===== src/rtl/riscvPkg.sv =====
`default_nettype none

package riscvPkg;

    // ------------------------------------------------------------------------
    // Datapath widths
    // ------------------------------------------------------------------------
    localparam int XLEN    = 32;
    localparam int ALUOP_W = 4;

    // Data memory word address, 256 words
    localparam int DMEM_AW = 8;

    // ------------------------------------------------------------------------
    // ALU operation codes
    // ------------------------------------------------------------------------
    localparam logic [ALUOP_W-1:0] ALU_ADD  = 4'd0;
    localparam logic [ALUOP_W-1:0] ALU_SUB  = 4'd1;
    localparam logic [ALUOP_W-1:0] ALU_AND  = 4'd2;
    localparam logic [ALUOP_W-1:0] ALU_OR   = 4'd3;
    localparam logic [ALUOP_W-1:0] ALU_XOR  = 4'd4;
    localparam logic [ALUOP_W-1:0] ALU_SLL  = 4'd5;
    localparam logic [ALUOP_W-1:0] ALU_SRL  = 4'd6;
    localparam logic [ALUOP_W-1:0] ALU_SRA  = 4'd7;
    localparam logic [ALUOP_W-1:0] ALU_SLT  = 4'd8;
    localparam logic [ALUOP_W-1:0] ALU_SLTU = 4'd9;

    // ------------------------------------------------------------------------
    // funct3 encodings
    // ------------------------------------------------------------------------
    // Branch compares
    localparam logic [2:0] F3_BEQ  = 3'b000;
    localparam logic [2:0] F3_BNE  = 3'b001;
    localparam logic [2:0] F3_BLT  = 3'b100;
    localparam logic [2:0] F3_BGE  = 3'b101;
    localparam logic [2:0] F3_BLTU = 3'b110;
    localparam logic [2:0] F3_BGEU = 3'b111;

    // Load and store sizes
    localparam logic [2:0] F3_B  = 3'b000;
    localparam logic [2:0] F3_H  = 3'b001;
    localparam logic [2:0] F3_W  = 3'b010;
    localparam logic [2:0] F3_BU = 3'b100;
    localparam logic [2:0] F3_HU = 3'b101;

endpackage

`default_nettype wire

===== src/rtl/memStage.sv =====
`timescale 1ns/100ps
`default_nettype none

module memStage (
    input  logic [riscvPkg::XLEN-1:0]    aluResult_i,
    input  logic [riscvPkg::XLEN-1:0]    target_i,
    input  logic [riscvPkg::XLEN-1:0]    pc4_i,
    input  logic [riscvPkg::XLEN-1:0]    rs2Val_i,
    input  logic [riscvPkg::XLEN-1:0]    ramRdata_i,
    input  logic                         condMet_i,
    input  logic                         branch_i,
    input  logic                         jump_i,
    input  logic                         jalr_i,
    input  logic                         memWrite_i,
    input  logic                         memToReg_i,
    input  logic                         regWrite_i,
    input  logic [4:0]                   rd_i,
    input  logic [2:0]                   funct3_i,
    output logic [riscvPkg::DMEM_AW-1:0] ramAddr_o,
    output logic [3:0]                   ramWe_o,
    output logic [riscvPkg::XLEN-1:0]    ramWdata_o,
    output logic                         redirect_o,
    output logic [riscvPkg::XLEN-1:0]    redirectPc_o,
    output logic                         wbRegWrite_o,
    output logic [4:0]                   wbRd_o,
    output logic [riscvPkg::XLEN-1:0]    wbData_o
);

    import riscvPkg::*;

    logic [1:0]      byteSel;
    logic [3:0]      storeMask;
    logic [7:0]      loadByte;
    logic [15:0]     loadHalf;
    logic [XLEN-1:0] loadData;

    // Branch resolution
    assign redirect_o   = (branch_i && condMet_i) || jump_i || jalr_i;
    assign redirectPc_o = target_i;

    // ------------------------------------------------------------------------
    // Store steering
    // ------------------------------------------------------------------------
    assign byteSel   = aluResult_i[1:0];
    assign ramAddr_o = aluResult_i[DMEM_AW+1:2];

    always_comb begin
        case (funct3_i)
            F3_B: begin
                ramWdata_o = {4{rs2Val_i[7:0]}};
                storeMask  = 4'b0001 << byteSel;
            end
            F3_H: begin
                ramWdata_o = {2{rs2Val_i[15:0]}};
                storeMask  = byteSel[1] ? 4'b1100 : 4'b0011;
            end
            default: begin
                ramWdata_o = rs2Val_i;
                storeMask  = 4'b1111;
            end
        endcase
    end

    assign ramWe_o = memWrite_i ? storeMask : 4'b0000;

    // ------------------------------------------------------------------------
    // Load lane select and extension
    // ------------------------------------------------------------------------
    assign loadByte = ramRdata_i[8*byteSel +: 8];
    assign loadHalf = byteSel[1] ? ramRdata_i[31:16] : ramRdata_i[15:0];

    always_comb begin
        case (funct3_i)
            F3_B:    loadData = {{(XLEN-8){loadByte[7]}}, loadByte};
            F3_BU:   loadData = {{(XLEN-8){1'b0}}, loadByte};
            F3_H:    loadData = {{(XLEN-16){loadHalf[15]}}, loadHalf};
            F3_HU:   loadData = {{(XLEN-16){1'b0}}, loadHalf};
            default: loadData = ramRdata_i;
        endcase
    end

    // Writeback, x0 never written
    assign wbRegWrite_o = regWrite_i && (rd_i != 5'd0);
    assign wbRd_o       = rd_i;
    assign wbData_o     = (jump_i || jalr_i) ? pc4_i :
                          memToReg_i         ? loadData : aluResult_i;

    // Target from the execute stage must be word aligned when taken
    always_comb begin
        if (redirect_o) begin
            redirectAligned: assert final (redirectPc_o[1:0] == 2'b00);
        end
    end

endmodule

`default_nettype wire


===== config.mk =====
export PLATFORM = sky130hd
export DESIGN_NAME = memStage
export DESIGN_NICKNAME = d
export VERILOG_FILES = /design/src/rtl/riscvPkg.sv /design/src/rtl/memStage.sv
export SDC_FILE = /design/constraint.sdc
export NUM_CORES = 1
export LEC_CHECK = 0
export ABC_AREA = 1
export BUFFER_PORTS_ARGS = -buffer_cell sky130_fd_sc_hd__buf_2
export CORE_AREA = 3 3 110 112
export DETAILED_ROUTE_END_ITERATION = 6
export DIE_AREA = 0 0 113 115
export SLEW_MARGIN = 10
export SYNTH_ARGS = -nofsm -noshare
export SYNTH_HDL_FRONTEND = slang
export SYNTH_SLANG_ARGS = --single-unit

===== constraint.sdc =====
create_clock -name vclk -period 2.2
set_input_delay 0.11 -clock vclk [all_inputs]
set_output_delay 0.11 -clock vclk [all_outputs]
set_load 0.01 [all_outputs]

## Yosys cells after proc, flatten, opt, wreduce, memory -nomap -nowiden

Cells that the tools add are included.

- Equal/unequal tests: 3
- Shifts and indexed selects: 2
- Mux-type cells: 8
- Reduce and logical (&&, ||, !) cells: 7

Operator list:

| cell | count |
|---|---|
| $pmux W32 S4 | 1 |
| $mux W32 | 2 |
| $pmux W32 S2 | 1 |
| $shiftx A32 B6 Y8 | 1 |
| $mux W16 | 1 |
| $mux W4 | 2 |
| $pmux W4 S2 | 1 |
| $eq A3 B3 Y1 const B | 2 |
| $reduce_bool A5 Y1 | 1 |
| $shl A1 B2 Y4 const A | 1 |
| $eq A3 B1 Y1 const B | 1 |
| $logic_not A3 Y1 | 1 |
| $logic_or A1 B1 Y1 | 3 |
| $logic_and A1 B1 Y1 | 2 |

- Register bits: 0
- Bits of input ports: 175
- Output and inout port bits: 115

## Longest topological paths before layout

- Word-level depth: 4
- Depth in mapped cells: 10
- Depth with buffers taken out: 9

## Worst setup path after synthesis

Ideal clock, no wire load.

- Path type: input -> output
- Start: in aluResult_i[1] (netlist bit)
- End: out wbData_o[3] (netlist bit)
- Arrival: 972 ps
- Required time: 2090 ps
- Slack: 1118 ps
- Stages on the path: 7
- Path buffers: 2
- Cells stage by stage: buf_2 -> inv_2 -> buf_2 -> nand2_1 -> nand3_1 -> nand3_1 -> a21oi_1

- Word-level cells in the longest chain between the ends: 4
- Elaborated cells between the ends (all ways): 5
- Classes of those cells: shift: 1; mux: 4

Ends and longest elaborated chain:

| item | line | RTL |
|---|---|---|
| from (decl) | memStage.sv:5 | `input logic [riscvPkg::XLEN-1:0] aluResult_i,` |
| $shiftx A32 B6 Y8 or $mux W16 (tied branches) | memStage.sv:69, memStage.sv:70 |  |
| $pmux W32 S4 (*) | memStage.sv:73 | `case (funct3_i)` |
| $mux W32 (*) | memStage.sv:86 | `memToReg_i ? loadData : aluResult_i;` |
| $mux W32 (*) | memStage.sv:85 | `assign wbData_o = (jump_i \|\| jalr_i) ? pc4_i :` |
| to (decl) | memStage.sv:26 | `output logic [riscvPkg::XLEN-1:0] wbData_o` |

Every way passes the cells marked *; elsewhere a longest branch is shown, timed or not.

## Worst setup path in the final report

- Start: in aluResult_i[1] (netlist bit)
- End: out wbData_o[15] (netlist bit)

The elaborated chain is that of the path after synthesis.

==> qor.yml <==
slew_violations: 0
avgRoutedWirePerCell_um: 13.5
syn_to_final_growth_pct: 35.4
status: "completed"
syn_area_um2: 2300
final_cells: 773
seq_cells: 0
drc: 0
required_ps: 2090
yosys-top-cells-count: "nand2_1, nor2_1, buf_4, a21oi_1, nand3_1"
fin_crit_ps: 1760
cell_internal_pwr_w: 0.000280
p_seq_share_pct: 0
cp_max_fo: 24
routabilityCongestion: 0.799
dp_cells: 772
start_util_pct: 20.3
rows: 39
post_route_cells_drive_above_1_share_pct: 40.7
firstDrtPassIters: 4
nets: 806
p_leak_nw: 1.98
coreArea_um2: 11300
grt_pass1_wl_um: 15600
hp-class: "primary input to primary output"
dp_hpwl_um: 8680
drv_cap: 0
grt_pass1_vias: 3059
design_area_um2: 3110
holdWs_ps: 220
die_h_um: 115
yosysWarnings: 0
cts_hold_buf: 0
power_frac_clock_pct: 0
io-pin-count: 290
cp-start-kind: "primary input"
synth_top_area_share_pct: 32.0
routed_wl_um: 10400
setup_viol_count_final: 0
vias: 3389
track_usage_pct: 14.6
postRouteAntennaNets: 0
combinationalPowerShare_pct: 100.0
dieArea_um2: 13000
numPortBuffers: 226
dpl_cell_area_um2: 3110
max_slew_margin_pct: 46.6
rsz0062_at_grt: "false"
post_cts_buffers: 0
synth.avg_cell_area_um2: 4.82
seqCellArea_um2: 0
yosys.cell_types.count: 21
critical_path_class: "primary input to primary output"
grt_overflow: 0
ys_seq_area_share_pct: 0
arrival_ps: 1650
worst_slew_pin_slew_ps: 800
synth_cells: 477
grt_max_degree: 52
initialDrtViolationCount: 111
n_clock_buffer: 0
syn_nets: 652
fin_crit_sh_pct: 80.2
pwr_density_cell_nw_per_um2: 211
die_x_um: 113
ys_top_cells_by_area: "nand2_1, buf_4, nor2_1"
p_sw_w: 0.000378
yosysTopAreaCell: "nand2_1"
ir_drop_v: 0.0000842
p_sw_share_pct: 57.4
drt-vias-per-instance: 4.38
antenna_found_initial: 1
end_kind: "primary output"
yosysMostFrequentCell: "nand2_1"
max_freq_mhz: 567
final.setup.tns_ps: 0
cts_resized: 0
hold_viol: 0
-- per-stage QoR --
| stage | utilization (%) | setup WS (ps) | power [W] |
|---|---|---|---|
| CTS | 27.5 | 375 | 0.000669 |
| floorplan | - | 1120 | 0.000439 |
| detailed placement | 27.5 | 353 | 0.000667 |
| global route | 27.5 | 256 | 0.000745 |
| finish | 27.5 | 435 | 0.000658 |
| global placement | 27.5 | 394 | 0.000668 |
-- final timing paths --
| path | start | depth (start not counted) | end | slack (ps) |
|---|---|---|---|---|
| hold / removal | target_i[22] | 0 | redirectPc_o[22] | 220 |
| setup / recovery | aluResult_i[1] | 9 | wbData_o[15] | 440 |
-- cells in the final DEF, fill, tap and decap left out --
cell type	netlist	routed
buf_2	8	226
nand2_1	196	196
nor2_1	64	64
a21oi_1	39	39
nand3_1	36	36
o21ai_0	16	16
inv_1	16	16
nand3_2	10	10
buf_4	53	7
inv_2	5	5
o211ai_1	5	5
nor2_8	2	2
nand2_4	2	2
diode_2	0	1
inv_4	1	1
nor2_4	1	1
o21ai_2	1	1
nor2_2	1	1
a31oi_1	1	1
-- per-layer routing --
layer  GRT usage (%)  routed length, µm  vias to the layer above
met4            2.08                 95                        0
met2            27.3               5130                      152
li1                -                  -                     1759
met3            1.84                799                       10
met1            18.3               4380                     1468
met5               0                  0                        -
-- power by group through the flow --
| stage | Combinational (W) | Sequential, W | Clock [W] |
|---|---|---|---|
| 6_report | 0.000658 | 0 | 0.0000000000608 |
| 5_1_grt | 0.000745 | 0 | 0.0000000000608 |
| 4_1_cts | 0.000669 | 0 | 0 |
| 3_5_place_dp | 0.000667 | 0 | 0 |
| 3_3_place_gp | 0.000668 | 0 | 0 |
| 2_1_floorplan | 0.000439 | 0 | 0 |
-- layout make-up --
class | count | area [µm²]
Antenna cell | 1 | 2.50
Inverter | 22 | 85.1
Timing Repair Buffer | 233 | 1180
Multi-Input combinational cell | 374 | 1660
Fill cell | 1362 | 8210
Tap cell | 143 | 179
-- cells by family (layout without fill, tap and decap cells) --
logic type,after synthesis,after routing,synth area share [%]
AOI/OAI and AO/OA,62,62,14.3
buffers and inverters,103,255,27.6
other,0,1,0
and+or+nand+nor,312,312,58.1
-- worst max-delay path, stage by stage --
cell and delay [ps]:
buf_2 290, inv_2 230, nand2_1 110, nand2_1 110, nand2_4 300, nand3_1 190, nand2_1 120, nand2_1 50
buf_2 130
No activity file was read; power rests on OpenSTA's default activity.
