## src/rtl/riscvPkg.sv

```systemverilog
`default_nettype none

package riscvPkg;

    // ------------------------------------------------------------------------
    // Datapath widths
    // ------------------------------------------------------------------------
    localparam int XLEN    = 32;
    localparam int ALUOP_W = 4;

    // Data memory word address, 256 words
    localparam int DMEM_AW = 8;

    // ------------------------------------------------------------------------
    // ALU operation codes
    // ------------------------------------------------------------------------
    localparam logic [ALUOP_W-1:0] ALU_ADD  = 4'd0;
    localparam logic [ALUOP_W-1:0] ALU_SUB  = 4'd1;
    localparam logic [ALUOP_W-1:0] ALU_AND  = 4'd2;
    localparam logic [ALUOP_W-1:0] ALU_OR   = 4'd3;
    localparam logic [ALUOP_W-1:0] ALU_XOR  = 4'd4;
    localparam logic [ALUOP_W-1:0] ALU_SLL  = 4'd5;
    localparam logic [ALUOP_W-1:0] ALU_SRL  = 4'd6;
    localparam logic [ALUOP_W-1:0] ALU_SRA  = 4'd7;
    localparam logic [ALUOP_W-1:0] ALU_SLT  = 4'd8;
    localparam logic [ALUOP_W-1:0] ALU_SLTU = 4'd9;

    // ------------------------------------------------------------------------
    // funct3 encodings
    // ------------------------------------------------------------------------
    // Branch compares
    localparam logic [2:0] F3_BEQ  = 3'b000;
    localparam logic [2:0] F3_BNE  = 3'b001;
    localparam logic [2:0] F3_BLT  = 3'b100;
    localparam logic [2:0] F3_BGE  = 3'b101;
    localparam logic [2:0] F3_BLTU = 3'b110;
    localparam logic [2:0] F3_BGEU = 3'b111;

    // Load and store sizes
    localparam logic [2:0] F3_B  = 3'b000;
    localparam logic [2:0] F3_H  = 3'b001;
    localparam logic [2:0] F3_W  = 3'b010;
    localparam logic [2:0] F3_BU = 3'b100;
    localparam logic [2:0] F3_HU = 3'b101;

endpackage

`default_nettype wire
```

## src/rtl/exMemReg.sv

```systemverilog
`timescale 1ns/100ps
`default_nettype none

module exMemReg (
    input  logic                      clk,
    input  logic                      reset_i,
    input  logic                      flush_i,
    input  logic [riscvPkg::XLEN-1:0] aluResult_i,
    input  logic [riscvPkg::XLEN-1:0] target_i,
    input  logic [riscvPkg::XLEN-1:0] pc4_i,
    input  logic [riscvPkg::XLEN-1:0] rs2Val_i,
    input  logic                      condMet_i,
    input  logic                      branch_i,
    input  logic                      jump_i,
    input  logic                      jalr_i,
    input  logic                      memRead_i,
    input  logic                      memWrite_i,
    input  logic                      memToReg_i,
    input  logic                      regWrite_i,
    input  logic [4:0]                rd_i,
    input  logic [2:0]                funct3_i,
    output logic [riscvPkg::XLEN-1:0] aluResult_o,
    output logic [riscvPkg::XLEN-1:0] target_o,
    output logic [riscvPkg::XLEN-1:0] pc4_o,
    output logic [riscvPkg::XLEN-1:0] rs2Val_o,
    output logic                      condMet_o,
    output logic                      branch_o,
    output logic                      jump_o,
    output logic                      jalr_o,
    output logic                      memRead_o,
    output logic                      memWrite_o,
    output logic                      memToReg_o,
    output logic                      regWrite_o,
    output logic [4:0]                rd_o,
    output logic [2:0]                funct3_o
);

    // A flushed slot becomes an all-zero bubble
    always_ff @(posedge clk) begin
        if (reset_i || flush_i) begin
            aluResult_o <= '0;
            target_o    <= '0;
            pc4_o       <= '0;
            rs2Val_o    <= '0;
            condMet_o   <= 1'b0;
            branch_o    <= 1'b0;
            jump_o      <= 1'b0;
            jalr_o      <= 1'b0;
            memRead_o   <= 1'b0;
            memWrite_o  <= 1'b0;
            memToReg_o  <= 1'b0;
            regWrite_o  <= 1'b0;
            rd_o        <= '0;
            funct3_o    <= '0;
        end else begin
            aluResult_o <= aluResult_i;
            target_o    <= target_i;
            pc4_o       <= pc4_i;
            rs2Val_o    <= rs2Val_i;
            condMet_o   <= condMet_i;
            branch_o    <= branch_i;
            jump_o      <= jump_i;
            jalr_o      <= jalr_i;
            memRead_o   <= memRead_i;
            memWrite_o  <= memWrite_i;
            memToReg_o  <= memToReg_i;
            regWrite_o  <= regWrite_i;
            rd_o        <= rd_i;
            funct3_o    <= funct3_i;
        end
    end

    // ------------------------------------------------------------------------
    // Checks
    // ------------------------------------------------------------------------
    // Decode never marks one instruction as both load and store
    loadStoreExclusive: assert property (@(posedge clk) disable iff (reset_i)
        !(memRead_i && memWrite_i));

endmodule

`default_nettype wire

```

## config.mk

```make
export PLATFORM = sky130hd
export DESIGN_NAME = exMemReg
export DESIGN_NICKNAME = d
export VERILOG_FILES = /design/src/rtl/riscvPkg.sv /design/src/rtl/exMemReg.sv
export SDC_FILE = /design/constraint.sdc
export NUM_CORES = 1
export LEC_CHECK = 0
export BUFFER_PORTS_ARGS = -buffer_cell sky130_fd_sc_hd__clkbuf_2
export CAP_MARGIN = 20
export CORE_MARGIN = 1
export CORE_UTILIZATION = 30
export CTS_BUF_LIST = sky130_fd_sc_hd__clkbuf_2 sky130_fd_sc_hd__clkbuf_4 sky130_fd_sc_hd__clkbuf_8
export DETAILED_ROUTE_END_ITERATION = 7
export GPL_TIMING_DRIVEN = 0
export PLACE_DENSITY = 0.59
export REMOVE_ABC_BUFFERS = 1
export SLEW_MARGIN = 30
export SYNTH_ARGS = -nofsm -noshare
export SYNTH_HDL_FRONTEND = slang
export SYNTH_SLANG_ARGS = --single-unit
```

## constraint.sdc

```tcl
create_clock -name clk -period 1.9 [get_ports clk]
set_input_delay 0.19 -clock clk [delete_from_list [all_inputs] [get_ports clk]]
set_output_delay 0.19 -clock clk [all_outputs]
set_load 0.02 [all_outputs]
```

# Word level (Yosys, flattened, before mapping)
# Index checks and enable logic that the tools add are counted.
word_totals:
  reg_bits: 144
  in_bits: 147
  output_inout_bits: 144
  word_cells: 15
classes:
  n_reduce_logical: 1
ops:
  columns: ["op", "n"]
  rows:
  - ["$logic_or 1x1->1", 1]

# Longest topological paths before layout
# Gate-level depths: netlist of the first run.
logic_depth:
  word_depth: 1
  ltp_mapped: 4
  depth_no_buf: 1

# Worst setup path before layout of the first run
# Ideal clock, no wire load.
synth_timing:
  path_type: "input to register"
  startpoint: "input port reset_i"
  endpoint: "register aluResult_o[0] in the netlist's numbering"
  setup_ns: 0.072
  arrival_ns: 0.737
  t_required_ns: 1.828
  slack_ns: 1.091
  cell_stages: 4
  path_buffers: 3
  cell_sequence: "buf_2 -> buf_6 -> buf_6 -> nor3b_2"
synth_via:
  elab_chain_len: 1
synth_rtl:
  columns: ["element", "line_no", "text"]
  rows:
  - ["start, declared", "exMemReg.sv:6", "input logic reset_i,"]
  - ["$logic_or 1x1->1", "exMemReg.sv:40", "if (reset_i || flush_i) begin"]
  - ["end signal, assigned", "exMemReg.sv:56", "aluResult_o <= aluResult_i;"]
  - ["end, declared", "exMemReg.sv:22", "output logic [riscvPkg::XLEN-1:0] aluResult_o,"]
# No other way between the ends.
# A chain may end at the register's enable or synchronous reset.

# Worst setup path after layout of the first run
layout_timing:
  startpoint: "register aluResult_o[24] in the netlist's numbering"
  endpoint: "output port aluResult_o[24] in the netlist's numbering"
# No word-level cell between the ends.

==> metrics.yaml, run 1 <==
drtPass1Iterations: 4
synthDistinctLibCells: 5
cp-startpoint: "aluResult_o[24]"
power_density_mw_per_mm2: 858.5
synth-seq-cells: 144
async_flop_share: 0
intPower_mw: 5.206
whs_ns: 0.2770
clk_pin_slew_ns: 0.08
min_period_ns: 1.155
drtIter0Drc: 130
dieArea_mm2: 0.01556
antenna_found_initial: 0
placed_cells: 764
ant_nets: 0
synthTopCellsByCount: "dfxtp_1 (144), nor3b_1 (84), nor3b_2 (60)"
setup_slack_ns: 0.7446
rsz0062_at_grt: "no"
cts_max_path_buffers: 2
syn_to_final_growth_pct: 75.10
cp.depth: 1
die_h_um: 124.7
cp.required_ns: 1.71
vias: 4005
grt.overflow.total: 0
switching_power_mw: 1.586
synthCells: 320
start_util: 0.3097
ys_warn_count: 0
hold_class: "input port to flip-flop"
multi_input_area_mm2: 0.001381
switching_share: 0.2335
wl_per_cell_um: 13.79
grt_pass1_vias: 4326
setup_viol: 0
ios: 291
design.core.area_mm2: 0.01459
pwr-share-seq: 0.467
htreeDepth: 4
pwr-share-comb: 0.135
cp_num_buf_inv: 1
port_buffers: 290
vdd_drop_max_mv: 0.4495
finalNonFillerCells: 940
seq_area_mm2: 0.002883
place_ws_ns: 0.5281
dp_hpwl_mm: 7.563
rows: 44
crit_chain: "clkbuf_2"
end_kind: "output port"
drive_above_1_share: 0.5079
critPathMaxFanout: 1
cts-root-buf: "clkbuf_8"
worst_setup_path_start_kind: "flip-flop"
synth_top_cell_by_area: "dfxtp_1"
nFillCells: 1181
avgSynthCellArea_um2: 14.12
cp-endpoint: "aluResult_o[24]"
final.setup.tns_ns: 0
power.share.clock: 0.397
syn_area_mm2: 0.004518
fp.dieW_um: 124.7
diodes: 0
arrival_ns: 0.97
grt_usage: 0.1705
power.leakage_nw: 3.596
grt_pass1_wl_mm: 20.90
drv_cap: 0
gp_congestion: 0.7165
grt_max_degree: 89
crit_family: "flip-flops"
synth_area_leaders: "dfxtp_1 (64%), nor3b_2 (17%), nor3b_1 (14%)"
wirelength_mm: 12.96
synth_top_cell_area_share: 0.6381
clkSinkCount: 144
synth_edf_count: 0
vias_per_cell: 4.261
outcome: "complete, no violations"
slew_headroom: 0.6149
tightest_slew_ns: 0.5776
slowest_stage: "dfxtp_1"
max_freq_mhz: 865.5
synth-main-ff-cell: "dfxtp_1"
cts_buffers: 17
finalMaxSlewViolations: 0
period_share: 0.6081
drc: 0
final_nets: 890
post-synth-top-count-cell: "dfxtp_1"
synth_seq_area_share: 0.6381
slowest_delay_ns: 0.35
cts_tree: "built"
finalHoldViolCount: 0
setup.worst_path.class: "flip-flop to output port"
## metal layers
layer | vias to the layer above | track usage | share of wire
met2 | 208 | 0.3006 | 0.51
li1 | 1934 | - | -
met3 | 21 | 0.06271 | 0.078
met5 | - | 0 | 0
met1 | 1842 | 0.1793 | 0.39
met4 | 0 | 0.07867 | 0.025
## cells in the final DEF (no fill, tap or decap), drive strengths merged
master and n:
bufinv 4, buf 2, clkbuf 313, inv 1
clkinvlp 2, nor3b 144, dlygate4sd3 144, clkinv 2
dfxtp 144
## area by class of cell
type	count	area share
clock inverter	9	0.01945
sequential	144	0.3644
clock buffer	23	0.03764
tap	184	0.02910
timing repair buffer	436	0.3748
multi-input combinational	144	0.1746
## per-stage QoR
stage | util | instance area (um2) | power, mW
after CTS | 0.5416 | 7901 | 6.867
after detailed placement | 0.4125 | 6018 | 3.916
final | 0.5423 | 7911 | 6.792
after floorplan | - | 4264 | 3.517
after global routing | 0.5423 | 7911 | 7.091
after global placement | 0.4075 | 5946 | 3.891
## power by group through the flow
stage | logic (mW) | registers, mW | clock network (mW)
floorplan | 0.120 | 3.40 | 0
global placement | 0.652 | 3.24 | 0
detailed placement | 0.674 | 3.24 | 0
CTS | 0.909 | 3.17 | 2.79
global route | 0.981 | 3.18 | 2.93
finish | 0.919 | 3.17 | 2.70
## sequential cells by signal, summed over array words and instances, names as in the netlist, 3 cells and up
signal,count
pc4_o,32
target_o,32
aluResult_o,32
funct3_o,3
rd_o,5
rs2Val_o,32
## kinds of logic (layout without fill, tap and decap cells)
kind of cell	after synthesis	after routing	share of synthesized area
and+or+nand+nor	144	144	0.3057
DFF	144	144	0.6380
buffers and inverters	32	468	0.05622
## worst min path at each step
| stage | start | endpoint | slack, ns | depth (start not counted) |
|---|---|---|---|---|
| 5_1_grt | reset_i | aluResult_o[26] | 0.29 | 2 |
| 3_5_place_dp | target_i[27] | target_o[27] | 0.43 | 2 |
| 6_report | reset_i | aluResult_o[26] | 0.28 | 2 |
| 3_3_place_gp | target_i[16] | target_o[16] | 0.43 | 2 |
| 4_1_cts | memRead_i | memRead_o | 0.01 | 2 |
| 2_1_floorplan | flush_i | aluResult_o[0] | 0.26 | 1 |
## repair_timing
item | CTS | global route
gates resized for setup | 0 | 0
buffers inserted | 0 | 0
hold endpoints to repair | 143 | 1
setup endpoints to repair | 0 | 0
hold buffers | 143 | 1
Note: power is estimated with default switching activity, not from simulation.
==> run 2: changes to the inputs <==
==> constraint.sdc (replaced) <==
create_clock -name clk -period 1.1 [get_ports clk]
set_input_delay 0.11 -clock clk [delete_from_list [all_inputs] [get_ports clk]]
set_output_delay 0.11 -clock clk [all_outputs]
set_load 0.02 [all_outputs]
==> run 2 against run 1 <==
- cell area rose by 0.76%
- largest cell class unchanged
- utilization is 0.41 points higher
- sequential cell count stayed put
- critical endpoint is now rs2Val_o[30]
- combinational power increased by 75%
==> metrics.yaml, run 2 (synthesis gave the netlist of run 1 again) <==
outcome: "complete, no violations"  # unchanged
post-cts-setup-buffers: 0  # unchanged
whs_ns: 0.2002  # was 0.2770 ns
drtIter0Drc: 125  # was 130
end_kind: "output port"  # unchanged
min_period_ns: 1.058
antenna_found_initial: 0  # unchanged
setup_viol: 0  # unchanged
holdPathStages: 2  # unchanged
final_common_cell: "clkbuf_2"  # unchanged
dieArea_mm2: 0.01556  # unchanged
arrival_ns: 0.95  # was 0.97 ns
slew_headroom: 0.6200  # was 0.6149
setup.worst_path.class: "flip-flop to output port"  # unchanged
grt.overflow.total: 0  # unchanged
cts_tree: "built"  # unchanged
intPower_mw: 9.013  # was 5.206 mW
critPathMaxFanout: 1  # unchanged
clk_pin_slew_ns: 0.08  # about the same
start_util: 0.3097  # unchanged
power.leakage_nw: 3.629  # was 3.596 nW
finalNonFillerCells: 940  # unchanged
fp.dieW_um: 124.7  # unchanged
placed_area_mm2: 0.006018  # unchanged
crit_family: "flip-flops"  # unchanged
top_layer: "met4"  # unchanged
grt_usage: 0.1707  # was 0.1705
vias: 4014  # was 4005
max_freq_mhz: 945.4
cp.depth: 1  # unchanged
clkSinkCount: 144  # unchanged
final_nets: 890  # unchanged
vdd_drop_max_mv: 0.7753  # was 0.4495 mV
final_cell_mix: "clkbuf_2 (241), dlygate4sd3_1 (144), dfxtp_1 (142)"  # was clkbuf_2 (288), dfxtp_1 (144), dlygate4sd3_1 (144)
power_density_mw_per_mm2: 1476  # was 858.5 mW/mm2
slowest_delay_ns: 0.33  # was 0.35 ns
cp.required_ns: 0.99  # was 1.71 ns
htreeDepth: 4  # unchanged
finalHoldViolCount: 0  # unchanged
crit_chain: "clkbuf_2"  # unchanged
wirelength_mm: 13.17  # was 12.96 mm
wl_per_cell_um: 14.01  # was 13.79 um
hold_class: "input port to flip-flop"  # unchanged
power.share.clock: 0.397  # about the same
pwr-share-comb: 0.137  # was 0.135
placed_cells: 764  # unchanged
syn_to_final_growth_pct: 76.43  # was 75.10%
drv_cap: 0  # unchanged
port_buffers: 290  # unchanged
grt_pass1_wl_mm: 20.98  # was 20.90 mm
ant_nets: 0  # unchanged
period_share: 0.9616
vias_per_cell: 4.270  # was 4.261
dp_hpwl_mm: 7.563  # unchanged
finalMaxSlewViolations: 0  # unchanged
pwr-share-seq: 0.466  # was 0.467
grt_pass1_vias: 4350  # was 4326
wl_met2_mm: 6.693  # was 6.558 mm
switching_share: 0.2338  # was 0.2335
cts-root-buf: "clkbuf_8"  # unchanged
drc: 0  # unchanged
drt-met1-wl_mm: 5.174  # was 5.071 mm
cts_buffers: 17  # unchanged
slowest_stage: "dfxtp_1"  # unchanged
cp_num_buf_inv: 1  # unchanged
postLayoutCellArea_mm2: 0.007971  # was 0.007911 mm2
drtPass1Iterations: 4  # unchanged
grt_max_degree: 89  # unchanged
cts_max_path_buffers: 2  # unchanged
gp_congestion: 0.7165  # unchanged
die_h_um: 124.7  # unchanged
worst_setup_path_start_kind: "flip-flop"  # unchanged
design.core.area_mm2: 0.01459  # unchanged
ios: 291  # unchanged
diodes: 0  # unchanged
wl_met3_mm: 1.011  # was 1.007 mm
rows: 44  # unchanged
drive_above_1_share: 0.5106  # was 0.5079
fin_util: 0.5464  # was 0.5423
tightest_slew_ns: 0.5700  # was 0.5776 ns
switching_power_mw: 2.749  # was 1.586 mW
==> run 2: changes by cell type in the layout (fill, tap and decap cells not counted) <==
cell / change
buf_4: +22
dfxtp_2: +2
dfxtp_1: -2
clkbuf_4: +1
buf_2: +24
clkbuf_2: -47
==> run 2: what timing repair did <==
action	4_1_cts	5_1_grt
setup endpoints to repair	1	46
hold buffers	144	0
hold endpoints to repair	144	0
gates resized for setup	2	71
==> run 2: cell type report <==
| type | count | area (um2) |
|---|---|---|
| repair buffers | 436 | 3023 |
| flip-flops and latches | 144 | 2885 |
| fillers | 1178 | 6618 |
| clock inverters | 9 | 153.9 |
| well taps | 184 | 230.2 |
| multi-input cells | 144 | 1381 |
| clock buffers | 23 | 297.8 |
==> run 2: power groups by stage <==
stage,clock network (mW),registers [mW],logic (mW)
detailed placement,0,5.60,1.16
floorplan,0,5.87,0.208
finish,4.67,5.48,1.61
global route,5.05,5.50,1.72
CTS,4.81,5.48,1.57
global placement,0,5.60,1.13
==> run 2: path summary, 6_finish.rpt <==
path / from / end / slack, ns
max: rs2Val_o[30] / rs2Val_o[30] / 0.04
min: reset_i / aluResult_o[26] / 0.20
==> run 2: through the flow <==
stage          power (mW)  setup slack, ns   TNS, ns
2_1_floorplan       6.075           0.5949         0
5_1_grt             12.27         -0.02571  -0.03894
6_report            11.76          0.04225         0
3_3_place_gp        6.722           -2.009   -253.21
4_1_cts             11.86         0.006828         0
3_5_place_dp        6.764          -0.1919    -17.21
==> run 2: routing by layer <==
layer,track usage,vias up
met5,0,-
met4,0.07512,0
met3,0.06314,19
met2,0.3009,206
met1,0.1806,1856
li1,-,1933
==> run 3: changes to the inputs <==
--- a/config.mk
+++ b/config.mk
@@ -12,7 +12,6 @@
 export CTS_BUF_LIST = sky130_fd_sc_hd__clkbuf_2 sky130_fd_sc_hd__clkbuf_4 sky130_fd_sc_hd__clkbuf_8
 export DETAILED_ROUTE_END_ITERATION = 7
 export GPL_TIMING_DRIVEN = 0
-export PLACE_DENSITY = 0.59
 export REMOVE_ABC_BUFFERS = 1
 export SLEW_MARGIN = 30
 export SYNTH_ARGS = -nofsm -noshare
==> run 3 against run 2 <==
- setup slack improved by 0.017 ns
- routed wire length is 0.49% lower
- largest power group unchanged
- cell count is the same
==> metrics.yaml, run 3 (synthesis gave the netlist of run 1 again) <==
diodes: 0  # unchanged
period_share: 0.9464  # was 0.9616
switching_power_mw: 2.728  # was 2.749 mW
rsz0062_at_grt: "no"
dieArea_mm2: 0.01556  # unchanged
vdd_drop_max_mv: 1.121  # was 0.7753 mV
final_common_cell: "clkbuf_2"  # unchanged
worst_setup_path_start_kind: "flip-flop"  # unchanged
htreeDepth: 4  # unchanged
postLayoutCellArea_mm2: 0.007874  # was 0.007971 mm2
final.setup.tns_ns: 0  # unchanged
slew_headroom: 0.5662  # was 0.6200
cts_buffers: 17  # unchanged
finalMaxSlewViolations: 0  # unchanged
clkSinkCount: 144  # unchanged
tightest_slew_ns: 0.6506  # was 0.5700 ns
setup_viol: 0  # unchanged
wirelength_mm: 13.11  # was 13.17 mm
ant_nets: 0  # unchanged
grt_usage: 0.1666  # was 0.1707
end_kind: "output port"  # unchanged
syn_to_final_growth_pct: 74.27  # was 76.43%
slowest_delay_ns: 0.33  # about the same
grt.overflow.total: 0  # unchanged
power.share.clock: 0.372  # was 0.397
crit_chain: "clkbuf_2"  # unchanged
drive_above_1_share: 0.5079  # was 0.5106
design.core.area_mm2: 0.01459  # unchanged
arrival_ns: 0.93  # was 0.95 ns
final_cell_mix: "clkbuf_2 (274), dfxtp_1 (144), dlygate4sd3_1 (144)"  # was clkbuf_2 (241), dlygate4sd3_1 (144), dfxtp_1 (142)
cp_num_buf_inv: 1  # unchanged
clk_pin_slew_ns: 0.08  # about the same
wl_per_cell_um: 13.95  # was 14.01 um
final_nets: 890  # unchanged
port_buffers: 290  # unchanged
hold_start: "flush_i"  # was reset_i
placed_area_mm2: 0.006018  # unchanged
antenna_found_initial: 0  # unchanged
placed_cells: 764  # unchanged
fp.dieW_um: 124.7  # unchanged
cp.required_ns: 0.99  # about the same
dp_hpwl_mm: 7.695  # was 7.563 mm
drtIter0Drc: 72  # was 125
grt_pass1_vias: 4276  # was 4350
drtPass1Iterations: 4  # unchanged
cts_max_path_buffers: 2  # unchanged
critPathMaxFanout: 1  # unchanged
max_freq_mhz: 960.6  # was 945.4 MHz
start_util: 0.3097  # unchanged
setup.worst_path.class: "flip-flop to output port"  # unchanged
die_h_um: 124.7  # unchanged
post-cts-setup-buffers: 0  # unchanged
power_density_mw_per_mm2: 1431  # was 1476 mW/mm2
hold_class: "input port to flip-flop"  # unchanged
vias: 3990  # was 4014
pwr-share-seq: 0.486  # was 0.466
holdPathStages: 2  # unchanged
rows: 44  # unchanged
power.leakage_nw: 3.593  # was 3.629 nW
switching_share: 0.2421  # was 0.2338
grt_max_degree: 82  # was 89
drv_cap: 0  # unchanged
ios: 291  # unchanged
grt_pass1_wl_mm: 20.39  # was 20.98 mm
min_period_ns: 1.041  # was 1.058 ns
cts_tree: "built"  # unchanged
outcome: "complete, no violations"  # unchanged
cts-root-buf: "clkbuf_8"  # unchanged
drc: 0  # unchanged
finalHoldViolCount: 0  # unchanged
slowest_stage: "dfxtp_1"  # unchanged
place_ws_ns: -0.1991  # was -0.1919 ns
finalNonFillerCells: 940  # unchanged
vias_per_cell: 4.245  # was 4.270
setup_slack_ns: 0.05897  # was 0.04225 ns
crit_family: "flip-flops"  # unchanged
intPower_mw: 8.539  # was 9.013 mW
total_power_mw: 11.27  # was 11.76 mW
gp_congestion: 0.7122  # was 0.7165
min_to: "aluResult_o[10]"  # was aluResult_o[26]
pwr-share-comb: 0.142  # was 0.137
==> run 3: per-layer routing <==
layer | routed length (um) | track usage | up-vias
met2 | 6683 | 0.3000 | 193
met5 | 0 | 0 | -
met3 | 965 | 0.05885 | 28
li1 | - | - | 1931
met1 | 5086 | 0.1674 | 1838
met4 | 374 | 0.08788 | 0
==> run 3: cell type report <==
| type | instances | area (um2) |
|---|---|---|
| Sequential cell | 144 | 2883 |
| Fill cell | 1223 | 6715 |
| Clock buffer | 23 | 297.8 |
| Multi-Input combinational cell | 144 | 1381 |
| Clock inverter | 9 | 106.4 |
| Tap cell | 184 | 230.2 |
| Timing Repair Buffer | 436 | 2975 |
==> run 3: repair_timing <==
action                                  in CTS  in global routing
resized for setup                            0                 18
hold buffers                               144                  0
hold endpoints to repair                   144                  0
endpoints found under the setup margin       0                 14
==> run 3: how the worst max path moves through the flow <==
stage                    start               to  slack, ns  cells past startpoint
2_1_floorplan   aluResult_o[0]   aluResult_o[0]       0.59                      0
6_report             pc4_o[29]        pc4_o[29]       0.06                      1
4_1_cts            target_o[2]      target_o[2]      0.005                      1
5_1_grt        aluResult_o[20]  aluResult_o[20]     0.0005                      1
3_5_place_dp           reset_i         pc4_o[5]      -0.20                      3
3_3_place_gp           flush_i        pc4_o[28]      -2.01                      2
==> run 3: per-stage QoR <==
step	utilization	hold WS, ns
6_report	0.5397	0.2369
5_1_grt	0.5397	0.2451
4_1_cts	0.5390	0.1968
3_5_place_dp	0.4125	0.3500
3_3_place_gp	0.4075	0.3455
2_1_floorplan	-	0.1788
==> run 3: power groups by stage <==
stage / combinational [mW] / clock (mW) / sequential [mW]
finish: 1.60 / 4.19 / 5.48
global route: 1.70 / 4.57 / 5.50
global placement: 1.13 / 0 / 5.59
CTS: 1.58 / 4.36 / 5.48
floorplan: 0.208 / 0 / 5.87
detailed placement: 1.17 / 0 / 5.60
